**src/design/npc_consts.svh**
```systemverilog
// npc core constants
`ifndef NPC_CONSTS_SVH
`define NPC_CONSTS_SVH

// ****************************************
// datapath and instruction widths
`define NPC_XLEN 64
`define NPC_ILEN 32

// memory depth in 64-bit words
`define NPC_MEM_WORDS 256
// word address, byte address with bits 2:0 dropped
`define NPC_MEM_AW ($clog2(`NPC_MEM_WORDS))

// ****************************************
// queue depth per stage, also the starting credit count
`define NPC_CREDITS 2
// counter holds 0 up to NPC_CREDITS
`define NPC_CREDIT_W ($clog2(`NPC_CREDITS + 1))

// first fetch address
`define NPC_RESET_PC 64'h0

`endif

```
**src/design/npc_isa_pkg.sv**
```systemverilog
// rv64 isa subset types
`default_nettype none

package npc_isa_pkg;

	// ****************************************
	// instruction formats, msb first
	typedef struct packed {
		logic [6:0] funct7;
		logic [4:0] rs2;
		logic [4:0] rs1;
		logic [2:0] funct3;
		logic [4:0] rd;
		logic [6:0] opcode;
	} inst_r_t;

	typedef struct packed {
		logic [11:0] imm;
		logic [4:0]  rs1;
		logic [2:0]  funct3;
		logic [4:0]  rd;
		logic [6:0]  opcode;
	} inst_i_t;

	// store immediate split around rs2/rs1
	typedef struct packed {
		logic [6:0] imm_hi;
		logic [4:0] rs2;
		logic [4:0] rs1;
		logic [2:0] funct3;
		logic [4:0] imm_lo;
		logic [6:0] opcode;
	} inst_s_t;

	// branch offset bits scattered, bit 0 implied zero
	typedef struct packed {
		logic       imm12;
		logic [5:0] imm10_5;
		logic [4:0] rs2;
		logic [4:0] rs1;
		logic [2:0] funct3;
		logic [3:0] imm4_1;
		logic       imm11;
		logic [6:0] opcode;
	} inst_b_t;

	typedef struct packed {
		logic [19:0] imm;
		logic [4:0]  rd;
		logic [6:0]  opcode;
	} inst_u_t;

	// one fetched word, read through whichever view the opcode calls for
	typedef union packed {
		inst_r_t r;
		inst_i_t i;
		inst_s_t s;
		inst_b_t b;
		inst_u_t u;
	} inst_word_u;

	// ****************************************
	// major opcodes
	typedef enum logic [6:0] {
		OPC_OP     = 7'b0110011,
		OPC_OP_IMM = 7'b0010011,
		OPC_LUI    = 7'b0110111,
		OPC_LOAD   = 7'b0000011,
		OPC_STORE  = 7'b0100011,
		OPC_BRANCH = 7'b1100011,
		OPC_SYSTEM = 7'b1110011
	} opcode_e;

	// funct3 / funct7 codes
	localparam logic [2:0] F3_ADD_SUB = 3'b000;
	localparam logic [2:0] F3_XOR     = 3'b100;
	localparam logic [2:0] F3_OR      = 3'b110;
	localparam logic [2:0] F3_AND     = 3'b111;
	localparam logic [2:0] F3_BEQ     = 3'b000;
	localparam logic [6:0] F7_SUB     = 7'b0100000;

	typedef enum logic [2:0] {
		ALU_ADD,
		ALU_SUB,
		ALU_AND,
		ALU_OR,
		ALU_XOR,
		ALU_PASS_B
	} alu_op_e;

endpackage

`default_nettype wire

```
**src/design/npc_pipe_pkg.sv**
```systemverilog
// pipeline and memory payload types
`include "npc_consts.svh"
`default_nettype none

package npc_pipe_pkg;

	// ****************************************
	// fetch to decode
	typedef struct packed {
		logic [`NPC_XLEN-1:0]   pc;
		npc_isa_pkg::inst_word_u inst;
	} fetch_pkt_t;

	// decode to execute, operands already read
	typedef struct packed {
		logic [`NPC_XLEN-1:0] pc;
		npc_isa_pkg::alu_op_e alu_op;
		logic [`NPC_XLEN-1:0] a;
		logic [`NPC_XLEN-1:0] b;
		logic [`NPC_XLEN-1:0] store_data;
		logic [`NPC_XLEN-1:0] br_target;
		logic [4:0]           rd;
		logic                 reg_write;
		logic                 is_load;
		logic                 is_store;
		logic                 is_branch;
		logic                 branch_on_equal;
		logic                 is_halt;
	} exec_pkt_t;

	// ****************************************
	// memory side
	typedef struct packed {
		logic                   valid;
		logic                   write;
		logic [`NPC_MEM_AW-1:0] addr;
		logic [`NPC_XLEN-1:0]   wdata;
	} mem_req_t;

	typedef struct packed {
		logic                 valid;
		logic [`NPC_XLEN-1:0] rdata;
	} mem_rsp_t;

	// program image write, only while in reset
	typedef struct packed {
		logic                   en;
		logic [`NPC_MEM_AW-1:0] addr;
		logic [`NPC_XLEN-1:0]   data;
	} load_t;

	// ****************************************
	// completion trace and branch redirect
	typedef struct packed {
		logic                 valid;
		logic [`NPC_XLEN-1:0] pc;
		logic [4:0]           rd;
		logic [`NPC_XLEN-1:0] value;
	} retire_t;

	typedef struct packed {
		logic                 valid;
		logic [`NPC_XLEN-1:0] target;
	} redirect_t;

endpackage

`default_nettype wire

```
**src/design/npc_fetch.sv**
```systemverilog
// instruction fetch stage
`include "npc_consts.svh"
`default_nettype none
`timescale 1ns/1ps

module npc_fetch (
	input  logic                      clk,
	input  logic                      rst,
	input  npc_pipe_pkg::redirect_t   redirect,
	input  logic                      halt,
	input  logic                      credit_return,
	output npc_pipe_pkg::mem_req_t    mem_req,
	input  npc_pipe_pkg::mem_rsp_t    mem_rsp,
	output logic                      pkt_valid,
	output npc_pipe_pkg::fetch_pkt_t  pkt
);
	localparam int CW = `NPC_CREDIT_W;

	logic [`NPC_XLEN-1:0] pc;
	logic [CW-1:0]        credits;
	// low for the first cycle out of reset
	logic                 run;
	logic                 send;

	// ****************************************
	// request side
	// at most one outstanding fetch, request dropped while its response is back
	// no new fetch in the redirect cycle, old pc is dead
	assign mem_req.valid = run && !halt && !redirect.valid && !mem_rsp.valid &&
		(credits != '0);
	assign mem_req.write = 1'b0;
	assign mem_req.addr  = pc[`NPC_MEM_AW+2:3];
	assign mem_req.wdata = '0;

	// ****************************************
	// response side
	// response landing with a redirect belongs to the old path
	assign send      = mem_rsp.valid && !redirect.valid;
	assign pkt_valid = send;
	assign pkt.pc    = pc;
	// pc bit 2 picks the upper instruction of the word
	assign pkt.inst  = pc[2] ? mem_rsp.rdata[2*`NPC_ILEN-1:`NPC_ILEN] :
		mem_rsp.rdata[`NPC_ILEN-1:0];

	always_ff @(posedge clk) begin
		if (rst) begin
			pc      <= `NPC_RESET_PC;
			credits <= CW'(`NPC_CREDITS);
			run     <= 1'b0;
		end else begin
			run <= 1'b1;
			if (redirect.valid) begin
				// decode queue flushed in the same cycle
				pc      <= redirect.target;
				credits <= CW'(`NPC_CREDITS);
			end else begin
				if (send) begin
					pc <= pc + `NPC_XLEN'(4);
				end
				credits <= credits + CW'(credit_return) - CW'(send);
			end
		end
	end

endmodule

`default_nettype wire

```
**config.mk**
```make
export PLATFORM = sky130hd
export DESIGN_NAME = npc_fetch
export DESIGN_NICKNAME = d
export VERILOG_FILES = /design/src/design/npc_isa_pkg.sv /design/src/design/npc_pipe_pkg.sv /design/src/design/npc_fetch.sv
export VERILOG_INCLUDE_DIRS = /design/src /design/src/design
export SDC_FILE = /design/constraint.sdc
export NUM_CORES = 1
export LEC_CHECK = 0
export ABC_AREA = 1
export BUFFER_PORTS_ARGS = -buffer_cell sky130_fd_sc_hd__buf_2
export CAP_MARGIN = 15
export CORE_MARGIN = 2
export CORE_UTILIZATION = 25
export DETAILED_ROUTE_END_ITERATION = 8
export SLEW_MARGIN = 10
export SYNTH_ARGS = -nofsm -noshare
export SYNTH_HDL_FRONTEND = slang
export SYNTH_SLANG_ARGS = --single-unit
```
**constraint.sdc**
```tcl
create_clock -name clk -period 2.03 [get_ports clk]
set_clock_uncertainty 0.1 [all_clocks]
set_input_delay 0.1015 -clock clk [delete_from_list [all_inputs] [get_ports clk]]
set_output_delay 0.1015 -clock clk [all_outputs]
set_load 0.1 [all_outputs]
```
==> results of run 1 <==
-- layout make-up --
class                      count  area (um^2)
clock buffer                  10          229
sequential                    67         1410
inverter                      52          198
multi-input combinational    750         3540
antenna                        2         5.00
timing repair buffer         324         2110
clock inverter                 6         90.1
tap                          280          350
fill                        2399        13800
-- flip-flops by register name (all words and copies together) (netlist names) --
signal and flops:
run 1, credits 2, pc 64
-- path summary, 6_finish.rpt --
| path | to | slack (ns) |
|---|---|---|
| setup / recovery | pkt[0] | 0.09 |
| hold / removal | pc[44] | 0.01 |
| setup reg to reg | pc[42] | 0.13 |
| hold reg to reg | pc[16] | 0.42 |
-- logic make-up (layout without fill, tap and decap cells) --
| kind of cell | count (synthesis) | in the layout | synth area share, % |
|---|---|---|---|
| simple gates | 523 | 523 | 39.4 |
| buf+inv | 158 | 392 | 16.1 |
| compound gates | 128 | 128 | 14.4 |
| flops | 67 | 67 | 24.5 |
| xor+xnor | 31 | 31 | 4.95 |
| fa+ha+maj | 3 | 3 | 0.685 |
| other cells | 1 | 67 | 0.0684 |
-- per-stage QoR --
step	hold slack, ns	area (um^2)	instances
after detailed placement	0.231	7020	1417
after CTS	0.00343	7900	1489
final	0.0111	7940	1491
after floorplan	0.136	5800	975
after global routing	0.0156	7940	1491
after global placement	0.238	7020	1417
-- critical path, stage by stage (launching register included) --
cell and delay, ns:
dfxtp_4 0.37, buf_4 0.30, nand2_1 0.18, nand2_1 0.10, buf_2 0.42
-- layer usage --
| layer | vias to the layer above | wire [um] |
|---|---|---|
| met4 | 0 | 927 |
| met1 | 3091 | 8630 |
| li1 | 3378 | - |
| met2 | 306 | 12200 |
| met3 | 52 | 1370 |
| met5 | - | 0 |
-- power by group through the flow --
| stage | clock network, mW | registers [mW] | logic [mW] |
|---|---|---|---|
| 3_5_place_dp | 0 | 1.55 | 2.41 |
| 5_1_grt | 1.83 | 1.54 | 2.60 |
| 4_1_cts | 1.78 | 1.52 | 2.50 |
| 2_1_floorplan | 0 | 2.06 | 1.51 |
| 3_3_place_gp | 0 | 1.55 | 2.41 |
| 6_report | 1.75 | 1.52 | 2.49 |
-- layout by cell type (no fill, tap or decap), drive strengths merged --
cell,instances
nand2,355
buf,263
nor2,120
dfxtp,67
conb,65
dlygate4sd3,56
inv,51
a21oi,46
a22oi,44
nand3,27
xnor2,21
o21ai,16
clkbuf,15
a31oi,14
nand4,13
xor2,10
o21bai,6
nand3b,5
clkinv,4
ha,3
diode,2
bufinv,2
nor3,1
a21o,1
a31o,1
nor3b,1
or2,1
clkinvlp,1
-- what timing repair did --
action	CTS	global route
hold endpoints to repair	57	0
resized for setup	0	12
hold buffers	56	0
endpoints found under the setup margin	0	10
==> out/metrics.cfg, run 1 <==
[finish]
nNetsFinal=1341
fin_util_pct=36.6
area_delta_synth_final_pct=44.8
layout-drive-gt1-share_pct=30.9

[worst_setup_path]
arrival_ns=1.73
crit_path_start_kind=flop
endpoint_kind=output port
r2r-start=pc[30]
reg2reg_depth=11
timing.critical_path.from=pc[2]
critical_path.max_fanout=33
required_ns=1.83
criticalPathCategory=reg -> out

[timing]
rsz0062_at_grt=true
hold_violations=0
worstMarginPinSlew_ns=0.584
slew_violations=0
relSlewSlack_pct=61.4
finalSetupTns_ns=0
clock.fmax_mhz=516
period_needed_ns=1.94
finalCritPeriodShare_pct=95.4
layout_setup_ws_ns=0.0936
setup_viol=0

[logic_synthesis]
synth_cell_types=31
ys.flop_type=dfxtp_1
synth-async-reset-ratio_pct=0
synthTopCellsByArea=dfxtp_1, nand2_1, buf_4
synthTopCellsByCount=nand2_1, nor2_1, buf_4
synth_edf_count=0
ys_warn_count=0
syn-cell-area_um2=5480
synth_area_per_cell_um2=6.02
synth_most_common_cell=nand2_1
synth-seq-cells=67
synthesis.instances=911
seq_area_frac_synth_pct=24.5
yosys.area.top_type=dfxtp_1
synth_top_area_share_pct=24.5

[clocking]
ctsLongestPathBuffers=2
clock-sinks=67
post_cts_buffers=0
h-tree-depth=3
cts.root.buffer_cell=clkbuf_16
cts_tree=yes
numCtsBuffers=9
insertion_delay_ns=0.35
clkTransAtPathRegs_ns=0.06

[global_route]
busiest_layer=met2
antenna_found_initial=2
met3_usage_pct=2.48
grt_util_met2_pct=36.9
grt_overflow_total=0
use_met1_pct=21.6
grt_pass1_vias=6605
grt_start_max_net_pins=61
grt_first_pass_wirelength_mm=35.6
grtUsageTotal_pct=19.6

[drt]
drc_errors=0
postRouteAntennaNets=0
routedWlPerCell_um=15.5
drt_first_iter_violations=313
wl_mm=23.1
via_per_inst=4.58
via_count=6827
first_pass_iters=5

[pwr]
peakVddDrop_uv=417
combPwrFrac_pct=43.2
clockPowerShare_pct=30.4
intPower_mw=2.96
total_power_mw=5.77
power_density_nw_per_um2=726
power.net_switching_mw=2.81
p_sw_share_pct=48.7
p_leak_nw=3.67
p_seq_share_pct=26.4

[placed_design]
dp_hpwl_mm=18.3
port_buffers=239
place_ws_ns=0.124
gp_congestion=0.907

[job]
maxCapViolations=0

[floorplanning]
fp-row-count=54
core_um2=21700
boundaryPins=305
die-height_um=152
die_w_um=152
initial_core_util_pct=25.3
fp.dieArea_um2=23100

[worst_hold_path]
hold_path_class=in -> reg
min-delay-start=redirect[44]
hold_depth=3

[run_status]
outcome=completed

(Power assumes the default switching activity.)
==> run 2: changes to the inputs <==
CTS_BUF_LIST = sky130_fd_sc_hd__clkbuf_16   (was not set)
==> out/metrics.cfg, run 2 (same netlist as run 1, synthesis figures left out) <==
[clocking]
cts_tree=yes
cts.root.buffer_cell=clkbuf_16
post_cts_buffers=0  ; unchanged
insertion_delay_ns=0.36  ; about the same
ctsLongestPathBuffers=2  ; unchanged
h-tree-depth=3  ; unchanged
clock-sinks=67  ; unchanged
numCtsBuffers=9  ; unchanged
clkTransAtPathRegs_ns=0.06  ; about the same

[timing]
rsz0062_at_grt=true
finalCritPeriodShare_pct=95.4  ; about the same
whs_ns=0.0111  ; +0.00000350 ns
relSlewSlack_pct=61.4  ; unchanged
slew_violations=0  ; unchanged
layout_setup_ws_ns=0.0933  ; -0.000246 ns
period_needed_ns=1.94  ; +0.000246 ns
worstMarginPinSlew_ns=0.584  ; unchanged
hold_violations=0  ; unchanged
clock.fmax_mhz=516  ; about the same
setup_viol=0  ; unchanged

[global_route]
grt_start_max_net_pins=61  ; unchanged
grt_first_pass_wirelength_mm=35.6  ; unchanged
antenna_found_initial=2  ; unchanged
grt_pass1_vias=6605  ; unchanged
grtUsageTotal_pct=19.6  ; unchanged
grt_overflow_total=0  ; unchanged

[worst_setup_path]
arrival_ns=1.74  ; about the same
required_ns=1.83  ; about the same
endpoint_kind=output port
cp_common_cell=nand2_1
criticalPathCategory=reg -> out
crit_path_start_kind=flop
reg2reg_depth=11  ; unchanged
r2r_end=pc[42]
slowest_delay_ns=0.42  ; about the same
r2r_slack_ns=0.13  ; about the same
r2r-start=pc[30]
critical_path.max_fanout=33  ; unchanged
crit_path_cell_trace=buf_4, nand2_1, nand2_1, buf_2
cp_slowest_cell=buf_2

[worst_hold_path]
whs_endpoint=pc[44]
min-delay-start=redirect[44]
hold_depth=3  ; unchanged
hold_path_class=in -> reg

[placed_design]
port_buffers=239  ; unchanged
dp_hpwl_mm=18.3  ; unchanged
gp_congestion=0.907  ; unchanged
place_ws_ns=0.124  ; unchanged

[floorplanning]
die-height_um=152  ; unchanged
fp.dieArea_um2=23100  ; unchanged
boundaryPins=305  ; unchanged
die_w_um=152  ; unchanged
initial_core_util_pct=25.3  ; unchanged
core_um2=21700  ; unchanged
fp-row-count=54  ; unchanged

[drt]
first_pass_iters=5  ; unchanged
wl_mm=23.1  ; about the same
drc_errors=0  ; unchanged
postRouteAntennaNets=0  ; unchanged
routedWlPerCell_um=15.5  ; about the same
via_count=6806  ; -0.31%
drt_first_iter_violations=332  ; +6.1%
via_per_inst=4.56  ; -0.31%

[pwr]
combPwrFrac_pct=43.2  ; about the same
p_seq_share_pct=26.4  ; about the same
peakVddDrop_uv=418  ; +0.34%
power_density_nw_per_um2=727  ; about the same
p_sw_share_pct=48.8  ; +0.12 points
total_power_mw=5.77  ; about the same
p_leak_nw=3.68  ; +0.11%
clockPowerShare_pct=30.4  ; about the same
power.net_switching_mw=2.82  ; +0.30%
intPower_mw=2.95  ; -0.17%

[finish]
register_area_um2=1410  ; unchanged
fillers=2399  ; unchanged
nNetsFinal=1341  ; unchanged
area_delta_synth_final_pct=44.8  ; unchanged
final_common_cell=nand2_1
largest_reg_flops=64  ; unchanged
regMostFlops=pc
multiInputGateArea_um2=3540  ; unchanged
layout-drive-gt1-share_pct=30.9  ; unchanged
final_cell_mix=nand2_1, buf_2, nor2_1
top_regs=pc: 64 flops, credits: 2 flops, run: 1 flops

[run_status]
outcome=completed

[job]
maxCapViolations=0  ; unchanged

==> run 2: cell types whose count changed in the layout (fill, tap and decap cells not counted) <==
cell,change
inv_1,+1
clkbuf_1,-1
==> run 2: cell type report <==
type | count | share of cell area, %
clock inverter | 7 | 1.18
antenna | 2 | 0.0631
timing repair buffer | 324 | 26.6
tap | 280 | 4.41
multi-input combinational | 750 | 44.6
sequential | 67 | 17.8
inverter | 52 | 2.49
clock buffer | 9 | 2.84
==> run 2: power groups by stage <==
stage | sequential, mW | combinational (mW) | clock, mW
5_1_grt | 1.54 | 2.60 | 1.83
4_1_cts | 1.52 | 2.50 | 1.78
6_report | 1.52 | 2.49 | 1.76
2_1_floorplan | 2.06 | 1.51 | 0
3_3_place_gp | 1.55 | 2.41 | 0
3_5_place_dp | 1.55 | 2.41 | 0
==> run 2: timing repair <==
| item | 4_1_cts | 5_1_grt |
|---|---|---|
| setup endpoints to repair | 0 | 10 |
| hold endpoints to repair | 57 | 0 |
| hold buffers | 56 | 0 |
| resized for setup | 0 | 12 |
==> run 2: worst max-delay path, delay by kind of cell (launching register included) <==
family | cells | cell delay (ns)
DFF | 1 | 0.37
buffers and inverters | 2 | 0.72
and+or+nand+nor | 2 | 0.28
==> run 2: metrics by stage <==
stage                     cells  cell area [um^2]  util (%)  setup TNS, ns
after floorplan             975              5800         -         -0.140
after global placement     1417              7020      32.4              0
after detailed placement   1417              7020      32.4              0
after CTS                  1489              7900      36.4              0
after global routing       1491              7940      36.6        -0.0125
final                      1491              7940      36.6              0
==> run 2: layer usage <==
layer | vias up | global-route usage (%) | part of all wire [%]
met5 | - | 0 | 0
met4 | 0 | 9.30 | 4.1
met3 | 54 | 2.48 | 5.1
met2 | 285 | 36.9 | 53
met1 | 3087 | 21.6 | 38
li1 | 3380 | - | -
==> run 2: worst max-delay path by stage <==
stage | from | end | slack (ns) | cells after the start
floorplan | redirect[64] | mem_req[73] | -0.14 | 5
global placement | pc[38] | pc[57] | 0.11 | 9
detailed placement | pc[30] | pc[60] | 0.12 | 11
CTS | pc[2] | pkt[0] | 0.05 | 4
global route | pc[30] | pc[50] | -0.008 | 11
finish | pc[2] | pkt[0] | 0.09 | 4
