[src/design/npc_consts.svh]
// npc core constants
`ifndef NPC_CONSTS_SVH
`define NPC_CONSTS_SVH

// ****************************************
// datapath and instruction widths
`define NPC_XLEN 64
`define NPC_ILEN 32

// memory depth in 64-bit words
`define NPC_MEM_WORDS 256
// word address, byte address with bits 2:0 dropped
`define NPC_MEM_AW ($clog2(`NPC_MEM_WORDS))

// ****************************************
// queue depth per stage, also the starting credit count
`define NPC_CREDITS 2
// counter holds 0 up to NPC_CREDITS
`define NPC_CREDIT_W ($clog2(`NPC_CREDITS + 1))

// first fetch address
`define NPC_RESET_PC 64'h0

`endif

[src/design/npc_isa_pkg.sv]
// rv64 isa subset types
`default_nettype none

package npc_isa_pkg;

	// ****************************************
	// instruction formats, msb first
	typedef struct packed {
		logic [6:0] funct7;
		logic [4:0] rs2;
		logic [4:0] rs1;
		logic [2:0] funct3;
		logic [4:0] rd;
		logic [6:0] opcode;
	} inst_r_t;

	typedef struct packed {
		logic [11:0] imm;
		logic [4:0]  rs1;
		logic [2:0]  funct3;
		logic [4:0]  rd;
		logic [6:0]  opcode;
	} inst_i_t;

	// store immediate split around rs2/rs1
	typedef struct packed {
		logic [6:0] imm_hi;
		logic [4:0] rs2;
		logic [4:0] rs1;
		logic [2:0] funct3;
		logic [4:0] imm_lo;
		logic [6:0] opcode;
	} inst_s_t;

	// branch offset bits scattered, bit 0 implied zero
	typedef struct packed {
		logic       imm12;
		logic [5:0] imm10_5;
		logic [4:0] rs2;
		logic [4:0] rs1;
		logic [2:0] funct3;
		logic [3:0] imm4_1;
		logic       imm11;
		logic [6:0] opcode;
	} inst_b_t;

	typedef struct packed {
		logic [19:0] imm;
		logic [4:0]  rd;
		logic [6:0]  opcode;
	} inst_u_t;

	// one fetched word, read through whichever view the opcode calls for
	typedef union packed {
		inst_r_t r;
		inst_i_t i;
		inst_s_t s;
		inst_b_t b;
		inst_u_t u;
	} inst_word_u;

	// ****************************************
	// major opcodes
	typedef enum logic [6:0] {
		OPC_OP     = 7'b0110011,
		OPC_OP_IMM = 7'b0010011,
		OPC_LUI    = 7'b0110111,
		OPC_LOAD   = 7'b0000011,
		OPC_STORE  = 7'b0100011,
		OPC_BRANCH = 7'b1100011,
		OPC_SYSTEM = 7'b1110011
	} opcode_e;

	// funct3 / funct7 codes
	localparam logic [2:0] F3_ADD_SUB = 3'b000;
	localparam logic [2:0] F3_XOR     = 3'b100;
	localparam logic [2:0] F3_OR      = 3'b110;
	localparam logic [2:0] F3_AND     = 3'b111;
	localparam logic [2:0] F3_BEQ     = 3'b000;
	localparam logic [6:0] F7_SUB     = 7'b0100000;

	typedef enum logic [2:0] {
		ALU_ADD,
		ALU_SUB,
		ALU_AND,
		ALU_OR,
		ALU_XOR,
		ALU_PASS_B
	} alu_op_e;

endpackage

`default_nettype wire

[src/design/npc_pipe_pkg.sv]
// pipeline and memory payload types
`include "npc_consts.svh"
`default_nettype none

package npc_pipe_pkg;

	// ****************************************
	// fetch to decode
	typedef struct packed {
		logic [`NPC_XLEN-1:0]   pc;
		npc_isa_pkg::inst_word_u inst;
	} fetch_pkt_t;

	// decode to execute, operands already read
	typedef struct packed {
		logic [`NPC_XLEN-1:0] pc;
		npc_isa_pkg::alu_op_e alu_op;
		logic [`NPC_XLEN-1:0] a;
		logic [`NPC_XLEN-1:0] b;
		logic [`NPC_XLEN-1:0] store_data;
		logic [`NPC_XLEN-1:0] br_target;
		logic [4:0]           rd;
		logic                 reg_write;
		logic                 is_load;
		logic                 is_store;
		logic                 is_branch;
		logic                 branch_on_equal;
		logic                 is_halt;
	} exec_pkt_t;

	// ****************************************
	// memory side
	typedef struct packed {
		logic                   valid;
		logic                   write;
		logic [`NPC_MEM_AW-1:0] addr;
		logic [`NPC_XLEN-1:0]   wdata;
	} mem_req_t;

	typedef struct packed {
		logic                 valid;
		logic [`NPC_XLEN-1:0] rdata;
	} mem_rsp_t;

	// program image write, only while in reset
	typedef struct packed {
		logic                   en;
		logic [`NPC_MEM_AW-1:0] addr;
		logic [`NPC_XLEN-1:0]   data;
	} load_t;

	// ****************************************
	// completion trace and branch redirect
	typedef struct packed {
		logic                 valid;
		logic [`NPC_XLEN-1:0] pc;
		logic [4:0]           rd;
		logic [`NPC_XLEN-1:0] value;
	} retire_t;

	typedef struct packed {
		logic                 valid;
		logic [`NPC_XLEN-1:0] target;
	} redirect_t;

endpackage

`default_nettype wire

[src/design/npc_decode.sv]
// decode stage with operand read and scoreboard
`include "npc_consts.svh"
`default_nettype none
`timescale 1ns/1ps

module npc_decode (
	input  logic                      clk,
	input  logic                      rst,
	input  logic                      flush,
	input  logic                      in_valid,
	input  npc_pipe_pkg::fetch_pkt_t  in_pkt,
	output logic                      credit_to_fetch,
	output logic [4:0]                rs1_addr,
	output logic [4:0]                rs2_addr,
	input  logic [`NPC_XLEN-1:0]      rs1_data,
	input  logic [`NPC_XLEN-1:0]      rs2_data,
	input  logic [31:0]               busy,
	output logic [4:0]                issue_rd,
	output logic                      issue_set,
	input  logic                      credit_return,
	output logic                      out_valid,
	output npc_pipe_pkg::exec_pkt_t   out_pkt
);
	import npc_isa_pkg::*;
	import npc_pipe_pkg::*;

	localparam int PW = $clog2(`NPC_CREDITS);
	localparam int CW = `NPC_CREDIT_W;

	fetch_pkt_t           q [`NPC_CREDITS];
	logic [PW-1:0]        rd_ptr;
	logic [PW-1:0]        wr_ptr;
	logic [CW-1:0]        count;
	// credits toward execute
	logic [CW-1:0]        credits;
	// set once ebreak issues
	logic                 halt_hold;
	fetch_pkt_t           head;
	inst_word_u           inst;
	logic [`NPC_XLEN-1:0] imm_i;
	logic [`NPC_XLEN-1:0] imm_s;
	logic [`NPC_XLEN-1:0] imm_b;
	logic [`NPC_XLEN-1:0] imm_u;
	logic                 uses_rs1;
	logic                 uses_rs2;
	logic                 stall;
	logic                 push;
	logic                 issue;

	// ****************************************
	// input queue
	assign push = in_valid && !flush;
	assign head = q[rd_ptr];
	assign inst = head.inst;

	// payload, no reset
	always_ff @(posedge clk) begin
		if (push) begin
			q[wr_ptr] <= in_pkt;
		end
	end

	always_ff @(posedge clk) begin
		if (rst || flush) begin
			rd_ptr    <= '0;
			wr_ptr    <= '0;
			count     <= '0;
			credits   <= CW'(`NPC_CREDITS);
			halt_hold <= 1'b0;
		end else begin
			if (push) begin
				wr_ptr <= wr_ptr + PW'(1);
			end
			if (issue) begin
				rd_ptr <= rd_ptr + PW'(1);
			end
			count   <= count + CW'(push) - CW'(issue);
			credits <= credits + CW'(credit_return) - CW'(issue);
			// nothing younger than ebreak may issue
			if (issue && out_pkt.is_halt) begin
				halt_hold <= 1'b1;
			end
		end
	end

	// ****************************************
	// field and immediate extraction
	// rs fields sit at the same place in r, s and b
	assign rs1_addr = inst.r.rs1;
	assign rs2_addr = inst.r.rs2;
	assign imm_i = {{(`NPC_XLEN-12){inst.i.imm[11]}}, inst.i.imm};
	assign imm_s = {{(`NPC_XLEN-12){inst.s.imm_hi[6]}}, inst.s.imm_hi, inst.s.imm_lo};
	assign imm_b = {{(`NPC_XLEN-13){inst.b.imm12}}, inst.b.imm12, inst.b.imm11,
		inst.b.imm10_5, inst.b.imm4_1, 1'b0};
	assign imm_u = {{(`NPC_XLEN-32){inst.u.imm[19]}}, inst.u.imm, 12'b0};

	always_comb begin
		out_pkt            = '0;
		out_pkt.pc         = head.pc;
		out_pkt.alu_op     = ALU_ADD;
		out_pkt.a          = rs1_data;
		out_pkt.b          = imm_i;
		out_pkt.store_data = rs2_data;
		out_pkt.br_target  = head.pc + imm_b;
		out_pkt.rd         = inst.r.rd;
		uses_rs1           = 1'b0;
		uses_rs2           = 1'b0;
		case (inst.r.opcode)
			OPC_OP: begin
				uses_rs1          = 1'b1;
				uses_rs2          = 1'b1;
				out_pkt.b         = rs2_data;
				out_pkt.reg_write = 1'b1;
				case (inst.r.funct3)
					F3_ADD_SUB: out_pkt.alu_op = (inst.r.funct7 == F7_SUB) ? ALU_SUB : ALU_ADD;
					F3_XOR:     out_pkt.alu_op = ALU_XOR;
					F3_OR:      out_pkt.alu_op = ALU_OR;
					F3_AND:     out_pkt.alu_op = ALU_AND;
					default:    out_pkt.alu_op = ALU_ADD;
				endcase
			end
			// addi only
			OPC_OP_IMM: begin
				uses_rs1          = 1'b1;
				out_pkt.reg_write = 1'b1;
			end
			OPC_LUI: begin
				out_pkt.alu_op    = ALU_PASS_B;
				out_pkt.b         = imm_u;
				out_pkt.reg_write = 1'b1;
			end
			// ld, address is rs1 + imm
			OPC_LOAD: begin
				uses_rs1          = 1'b1;
				out_pkt.is_load   = 1'b1;
				out_pkt.reg_write = 1'b1;
			end
			OPC_STORE: begin
				uses_rs1         = 1'b1;
				uses_rs2         = 1'b1;
				out_pkt.b        = imm_s;
				out_pkt.is_store = 1'b1;
			end
			// beq / bne, compared in execute
			OPC_BRANCH: begin
				uses_rs1                = 1'b1;
				uses_rs2                = 1'b1;
				out_pkt.b               = rs2_data;
				out_pkt.is_branch       = 1'b1;
				out_pkt.branch_on_equal = (inst.b.funct3 == F3_BEQ);
			end
			OPC_SYSTEM: out_pkt.is_halt = 1'b1;
			default: ;
		endcase
	end

	// ****************************************
	// scoreboard stall and issue
	// own rd busy too, keeps writes in order
	assign stall = (uses_rs1 && busy[rs1_addr]) || (uses_rs2 && busy[rs2_addr]) ||
		(out_pkt.reg_write && busy[out_pkt.rd]);
	assign issue = (count != '0) && !stall && (credits != '0) && !halt_hold && !flush;

	assign out_valid       = issue;
	assign credit_to_fetch = issue;
	assign issue_set       = issue && out_pkt.reg_write;
	assign issue_rd        = out_pkt.rd;

endmodule

`default_nettype wire

[config.mk]
export PLATFORM = sky130hd
export DESIGN_NAME = npc_decode
export DESIGN_NICKNAME = d
export VERILOG_FILES = /design/src/design/npc_isa_pkg.sv /design/src/design/npc_pipe_pkg.sv /design/src/design/npc_decode.sv
export VERILOG_INCLUDE_DIRS = /design/src /design/src/design
export SDC_FILE = /design/constraint.sdc
export NUM_CORES = 1
export LEC_CHECK = 0
export ABC_AREA = 1
export ABC_CLOCK_PERIOD_IN_PS = 6300
export BUFFER_PORTS_ARGS = -buffer_cell sky130_fd_sc_hd__buf_4
export CORE_AREA = 3 3 237 239
export DETAILED_ROUTE_END_ITERATION = 10
export DIE_AREA = 0 0 240 242
export HOLD_SLACK_MARGIN = 0.05
export PLACE_DENSITY = 0.58
export SYNTH_ARGS = -nofsm -noshare
export SYNTH_HDL_FRONTEND = slang
export SYNTH_SLANG_ARGS = --single-unit
[constraint.sdc]
create_clock -name clk -period 6.3 [get_ports clk]
set_clock_uncertainty 0.2 [all_clocks]
set_input_delay 0 -clock clk [delete_from_list [all_inputs] [get_ports clk]]
set_output_delay 0 -clock clk [all_outputs]
set_load 0.1 [all_outputs]
==> results of run 1 <==
## per-stage QoR
step / power [uW] / area [sq um]
global route: 5530 / 20900
floorplan: 3500 / 14600
detailed placement: 3960 / 18000
CTS: 5390 / 20900
global placement: 3960 / 18000
finish: 5360 / 20900
## path summary, 6_finish.rpt
check | start | end | slack (ns) | cells past startpoint
worst min register to register | count[1] | count[1] | 0.25 | 1
worst max register to register | flop | credits[1] | 1.25 | 16
worst min-delay path | in_pkt[77] | q[1][77] | 0.08 | 2
worst max-delay path | flop | out_pkt[73] | 0.94 | 17
## sequential cells by signal (all words and copies together) (netlist names), named ones only
signal / cells
q: 192
count: 2
credits: 2
halt_hold: 1
rd_ptr: 1
wr_ptr: 1
## synthesized netlist by cell type (3+ instances only)
master / count
o21a_1: 3
buf_6: 6
nand3_1: 152
nand2_1: 587
buf_1: 4
and3_1: 4
a21oi_1: 89
xor2_1: 36
nand3b_1: 4
a21o_1: 10
a31oi_1: 13
nor4_1: 5
o21ai_2: 5
a21boi_0: 4
a22oi_1: 5
edfxtp_1: 192
nand4_1: 7
or2_1: 5
inv_2: 6
nor3_1: 8
dfxtp_1: 8
or2_2: 13
buf_2: 16
a221oi_1: 3
o21ai_0: 71
buf_4: 135
o2111ai_1: 20
o211ai_1: 3
o21ai_4: 3
nor2_1: 121
xnor2_1: 22
o21ai_1: 10
o21bai_1: 10
nand2_2: 13
inv_1: 160
nand3_2: 3
ha_1: 66
clkbuf_1: 12
## metal layers
metal / GRT usage [%] / part of all wire, % / vias to the layer above / wire (um)
li1: - / - / 7214 / -
met1: 30.1 / 42 / 7321 / 30000
met2: 40.5 / 49 / 686 / 35200
met3: 3.69 / 6.3 / 97 / 4530
met4: 7.71 / 3.0 / 0 / 2130
met5: 0 / 0 / - / 0
## placed cells by master (no fill, tap or decap), drive strengths merged
cell type and instances:
nor2 125, mux2i 1, xor2 36, o21ai 89, edfxtp 192, o221ai 1
nor3 8, a22oi 5, buf 494, or2 18, bufinv 1, o21a 4
a21o 10, o41ai 1, a21oi 90, nand4 7, dlygate4sd3 233, o211ai 3
inv 171, xnor2 22, diode 8, dfxtp 8, clkinv 9, a31oi 13
a221oi 3, o2111ai 20, ha 66, a21boi 5, clkbuf 18, nand3b 4
nor4 5, and3 4, nand3 155, nand2 601, o21bai 10, nor3b 2
fa 1
## logic make-up after synthesis
logic type                 count (synthesis)
buffers and inverters                    342
and+or+nand+nor                          929
adders and majority gates                 67
AOI/OAI and AO/OA                        254
muxes                                      1
xor gates and xnor gates                  58
DFF                                      200
## power by group through the flow
stage,Combinational (uW),Sequential [uW],Clock (uW)
2_1_floorplan,1960,1540,0
3_3_place_gp,2420,1540,0
3_5_place_dp,2420,1540,0
4_1_cts,2710,1510,1170
5_1_grt,2810,1510,1210
6_report,2710,1510,1140
## layout make-up
class,instances,area (sq um),area share [%]
sequential,200,5930,28.3
timing repair buffer,727,6050,28.9
antenna,8,20.0,0.0957
clock inverter,14,184,0.879
inverter,167,627,3.00
tap,696,871,4.16
clock buffer,18,429,2.05
multi-input combinational,1309,6810,32.6
==> impl_results.md, run 1 <==
* Num CTS Buffers at 17
* Fin Hold WS at 0.0785 ns
* Compound-Gate Fraction of Synth Area at 10.5%
* Fin nets at 2750
* Worst path cell trace: inv_2, buf_12, or2_2, o21ai_0, inv_1, ha_1, nand2_1, o21ai_0, a21oi_1, o21ai_1, a21boi_0, o21ai_1, nand3_1, nand2_1, nand2_1, nand2_1, buf_4
* Mean post-synth cell area at 7.89 sq um
* Initial core utilization at a little over a quarter
* Tot GR Track Use at 23.6%
* Top delay family on crit path: compound AO/OA/AOI/OAI gates
* Root buffer cell: clkbuf_16
* Initial antenna violation count at 18
* Hpwl dp at 59000 um
* Hold Path Class: in -> reg
* Area Overhead vs Synth at 43.3%
* GP Congestion at 0.947
* Post-synthesis sequential area ratio at 40.6%
* Crit Path Max Fanout at 60
* Crit end category: primary output
* Critical-path top delay cell: dfxtp_4
* Syn Nets at 2179
* Power Density at roughly 260 nW/um^2
* DRC at 0
* Row count at 85
* Pre-CTS setup slack at 1.35 ns
* Gate power share at 50.6%
* Worst Path Buf+Inv at 4
* Synth Area in Adders at between 5 and 6%
* EDFF count, synth at between 150 and 200
* RSZ-0062 raised after global routing: false
* Minimum clock period at 5.36 ns
* P_sw at 2700 uW
* Sequential share of power at 28.2%
* Clock share of power at 21.2%
* Simple-gate share of the synthesized area at about a quarter
* Synthesized flop and latch total at 200
* IR drop worst, VDD at 0.213 mV
* Post-Layout Cell Count at between 3000 and 4000
* Transition time of the tightest slew-check pin at between 1 and 1.5 ns
* Max Buffers Root-to-Sink at 2
* CTS tree: yes
* Number of setup violations in the final report at 0
* CTS HTree Levels at 4
* Post-Syn Instances at 1851
* Cts hold-fix bufs at around 230
* Static Leak at 0.00939 uW
* DIE HEIGHT at 242 um
* Share of the synthesized area in the top cell type at between 30% and 40%
* Core Box Area at 54000 sq um
* Port bufs at between 400 and 500
* Worst slew margin at between 20% and 30%
* DR WL/cell at 22.9 um
* Crit path top cell by count: nand2_1
* Setup TNS at 0 ns
* Routed Antenna Nets at 0
* First-pass GRT wire length at 99800 um
* DRT Pass-1 Iters at 5
* Synth warn at 0
* Synth area leaders: edfxtp_1, nand2_1, buf_4, ha_1, nand3_1
* DRT iter0 DRCs at 1172
* Largest family of logic cells by synthesized area: simple AND/OR/NAND/NOR gates
* Post-CTS Setup Bufs at 0
* Clock Latency Late Sink at ~0.47 ns
* Mux contribution to synthesized area at less than 1%
* WP data required at 6.10 ns
* WS Path Type: reg -> out
* Yosys top cell by area: edfxtp_1
* Sw frac at 50.4%
* Synth unique cells at 53
* Vias in the first global route at 14626
* Status: finished clean
* Max cap viols at 0
* Fill cell total of the finished layout at 5526
* Num ports at 613
* Cell internal pwr at 2660 uW
* Final period util at 85.1%
* Post-CTS sizing at 0
* Fmax at 187 MHz
* Die footprint at 58100 sq um
* Total global routing overflow at 0
* Post-synth top flop: edfxtp_1
* Cell Area, Synth at between 10000 and 15000 sq um
* Max stage delay on crit path at about 0.71 ns
* XOR/XNOR Fraction of Synth Area at 3.48%
* Largest net degree at the start of global routing at 70
* Share of cells above drive strength 1 at roughly a quarter
* Clk sink count at 200
* PnR worst setup slack at 0.938 ns
* Worst EP arrival at slightly above 5 ns
* Max Slew Vio Count at 0
* Chip Width at 240 um
* Clock-pin slew on the worst setup and hold paths at 0.08 ns
* # placed instances at 2866
* Post-DR vias/cell at 4.88
* Fin. Hold Viols at 0
* Startpoint Class: flop
* Async SR Flop Fraction at 0%
* Total Wirelength at 71800 um
* Routed via count at 15318
* Fin util at 38.7%
Power figures use the tool's default switching activity.
==> run 2: changes to the inputs <==
- PLACE_DENSITY: 0.58 -> 0.46
==> run 2 against run 1 <==
  * Register-to-register slack improved by 0.39 ns
  * Core utilization decreased by 0.50 points
  * Clock power decreased by 8%
  * Hold slack got worse by 0.0027 ns
  * Flip-flop and latch count unchanged
  * Via count decreased by 1.7%
  * Largest cell class unchanged
  * Critical path depth unchanged
  * Critical path type unchanged
==> impl_results.md, run 2 (synthesis results as in run 1) <==
* Max cap viols at 0
* Post-CTS Setup Bufs at 0
* Core Box Area at 54000 sq um
* DRC at 0
* Final period util at 76.8%
* GP Congestion at 0.954
* Post-CTS sizing at 0
* RSZ-0062 raised after global routing: false
* Total Wirelength at just over 70000 um
* Cts hold-fix bufs at between 200 and 250
* Commonest cells after routing, fill and taps aside: nand2_1, buf_4, dlygate4sd3_1
* Crit Path Max Fanout at 67
* DRT iter0 DRCs at ~960
* WP data required at 6.10 ns
* Initial antenna violation count at 7
* IR drop worst, VDD at 0.160 mV
* Crit end category: primary output
* DIE HEIGHT at around 240 um
* Hpwl dp at 60500 um
* Tot GR Track Use at 24.1%
* Clock Latency Late Sink at 0.46 ns
* Fin. Hold Viols at 0
* Die footprint at 58100 sq um
* WS Path Type: reg -> out
* Worst EP arrival at 4.64 ns
* Hold Path Class: in -> reg
* DR WL/cell at 23.3 um
* Area Overhead vs Synth at 41.5%
* Initial core utilization at 27.0%
* Fin nets at about 2700
* Root buffer cell: clkbuf_16
* Worst path cell trace: buf_4, o21ai_0, inv_1, ha_1, nand2_1, nor2_1, nand2_1, nand3_1, nand2_1, nand2_1, inv_1, o21ai_0, nand2_1, nand2_1, a21oi_1, xnor2_1, buf_4
* Largest Register: q
* Total global routing overflow at 0
* Startpoint Class: flop
* Critical-path top delay cell: o21ai_0
* DRT Pass-1 Iters at 5
* First-pass GRT wire length at 102000 um
* Max reg flops at 192
* Max stage delay on crit path at 0.83 ns
* Transition time of the tightest slew-check pin at 1.14 ns
* Post-DR vias/cell at 4.83
* Routed via count at 15055
* CTS HTree Levels at 4
* Minimum clock period at 4.84 ns
* Clock-pin slew on the worst setup and hold paths at around 0.07 ns
* Fmax at 207 MHz
* Largest net degree at the start of global routing at 68
* Static Leak at roughly 0.0093 uW
* Max Slew Vio Count at 0
* Port bufs at between 400 and 500
* Most common cell after layout, fill and taps aside: nand2_1
* Share of cells above drive strength 1 at 24.2%
* CTS tree: yes
* Power Density at 255 nW/um^2
* Row count at 85
* Worst slew margin at a little under a quarter
* Chip Width at approximately 240 um
* Clk sink count at 200
* Hold Startpoint: in_pkt[82]
* Crit path top cell by count: nand2_1
* Setup TNS at 0 ns
* Routed Antenna Nets at 0
* Vias in the first global route at roughly 15000
* Max Buffers Root-to-Sink at 2
* Biggest regs: q (192), count (2), credits (2)
* Num ports at 613
* Fin util at 38.2%
* Number of setup violations in the final report at 0
* Status: finished clean
* Fin Hold WS at 0.0758 ns
* Num CTS Buffers at 17
[run 2: changes by cell type in the layout (fill, tap and decap cells not counted), moves of 2 or more]
cell,before,now
dlygate4sd3_1,233,210
buf_4,493,499
diode_2,8,3
clkinv_8,4,0
clkinv_2,0,3
clkbuf_1,1,3
[run 2: final timing paths]
check	end	slack (ns)	depth (start not counted)
hold / removal	q[0][82]	0.08	2
setup reg to reg	credits[1]	1.64	16
setup / recovery	out_pkt[43]	1.46	17
hold reg to reg	halt_hold	0.26	2
[run 2: final cells by class]
type / count / area (sq um)
fillers: 5609 / 33400
clock buffers: 22 / 475
repair buffers: 709 / 5850
well taps: 696 / 871
flip-flops and latches: 200 / 5930
diodes: 3 / 7.51
multi-input cells: 1309 / 6810
inverters: 167 / 628
clock inverters: 10 / 85.1
[run 2: power breakdown]
group	switching, uW	internal [uW]
Clock	504	548
Sequential	9.59	1500
Combinational	2130	577
[run 2: worst max-delay path, delay by kind of cell, from the launching register on]
family | cells | cell delay [ns]
DFF | 1 | 0.37
adders and majority gates | 1 | 0.38
buffers and inverters | 4 | 0.87
xor gates and xnor gates | 1 | 0.32
and+or+nand+nor | 8 | 0.92
AOI/OAI and AO/OA | 3 | 1.30
[run 2: metal layers]
layer | routed length [um] | track usage, % | up-vias
li1 | - | - | 7177
met1 | 31800 | 32.0 | 7222
met2 | 35000 | 40.6 | 582
met3 | 4340 | 3.93 | 74
met4 | 1630 | 6.05 | 0
met5 | 0 | 0 | -
[run 2: metrics by stage]
| step | cell area, sq um | power [uW] | setup slack, ns | cells |
|---|---|---|---|---|
| 2_1_floorplan | 14600 | 3500 | 0.870 | 1851 |
| 3_3_place_gp | 18000 | 3980 | 1.98 | 2871 |
| 3_5_place_dp | 18000 | 3970 | 1.85 | 2871 |
| 4_1_cts | 20600 | 5310 | 1.30 | 3113 |
| 5_1_grt | 20700 | 5460 | 1.04 | 3115 |
| 6_report | 20700 | 5270 | 1.46 | 3116 |
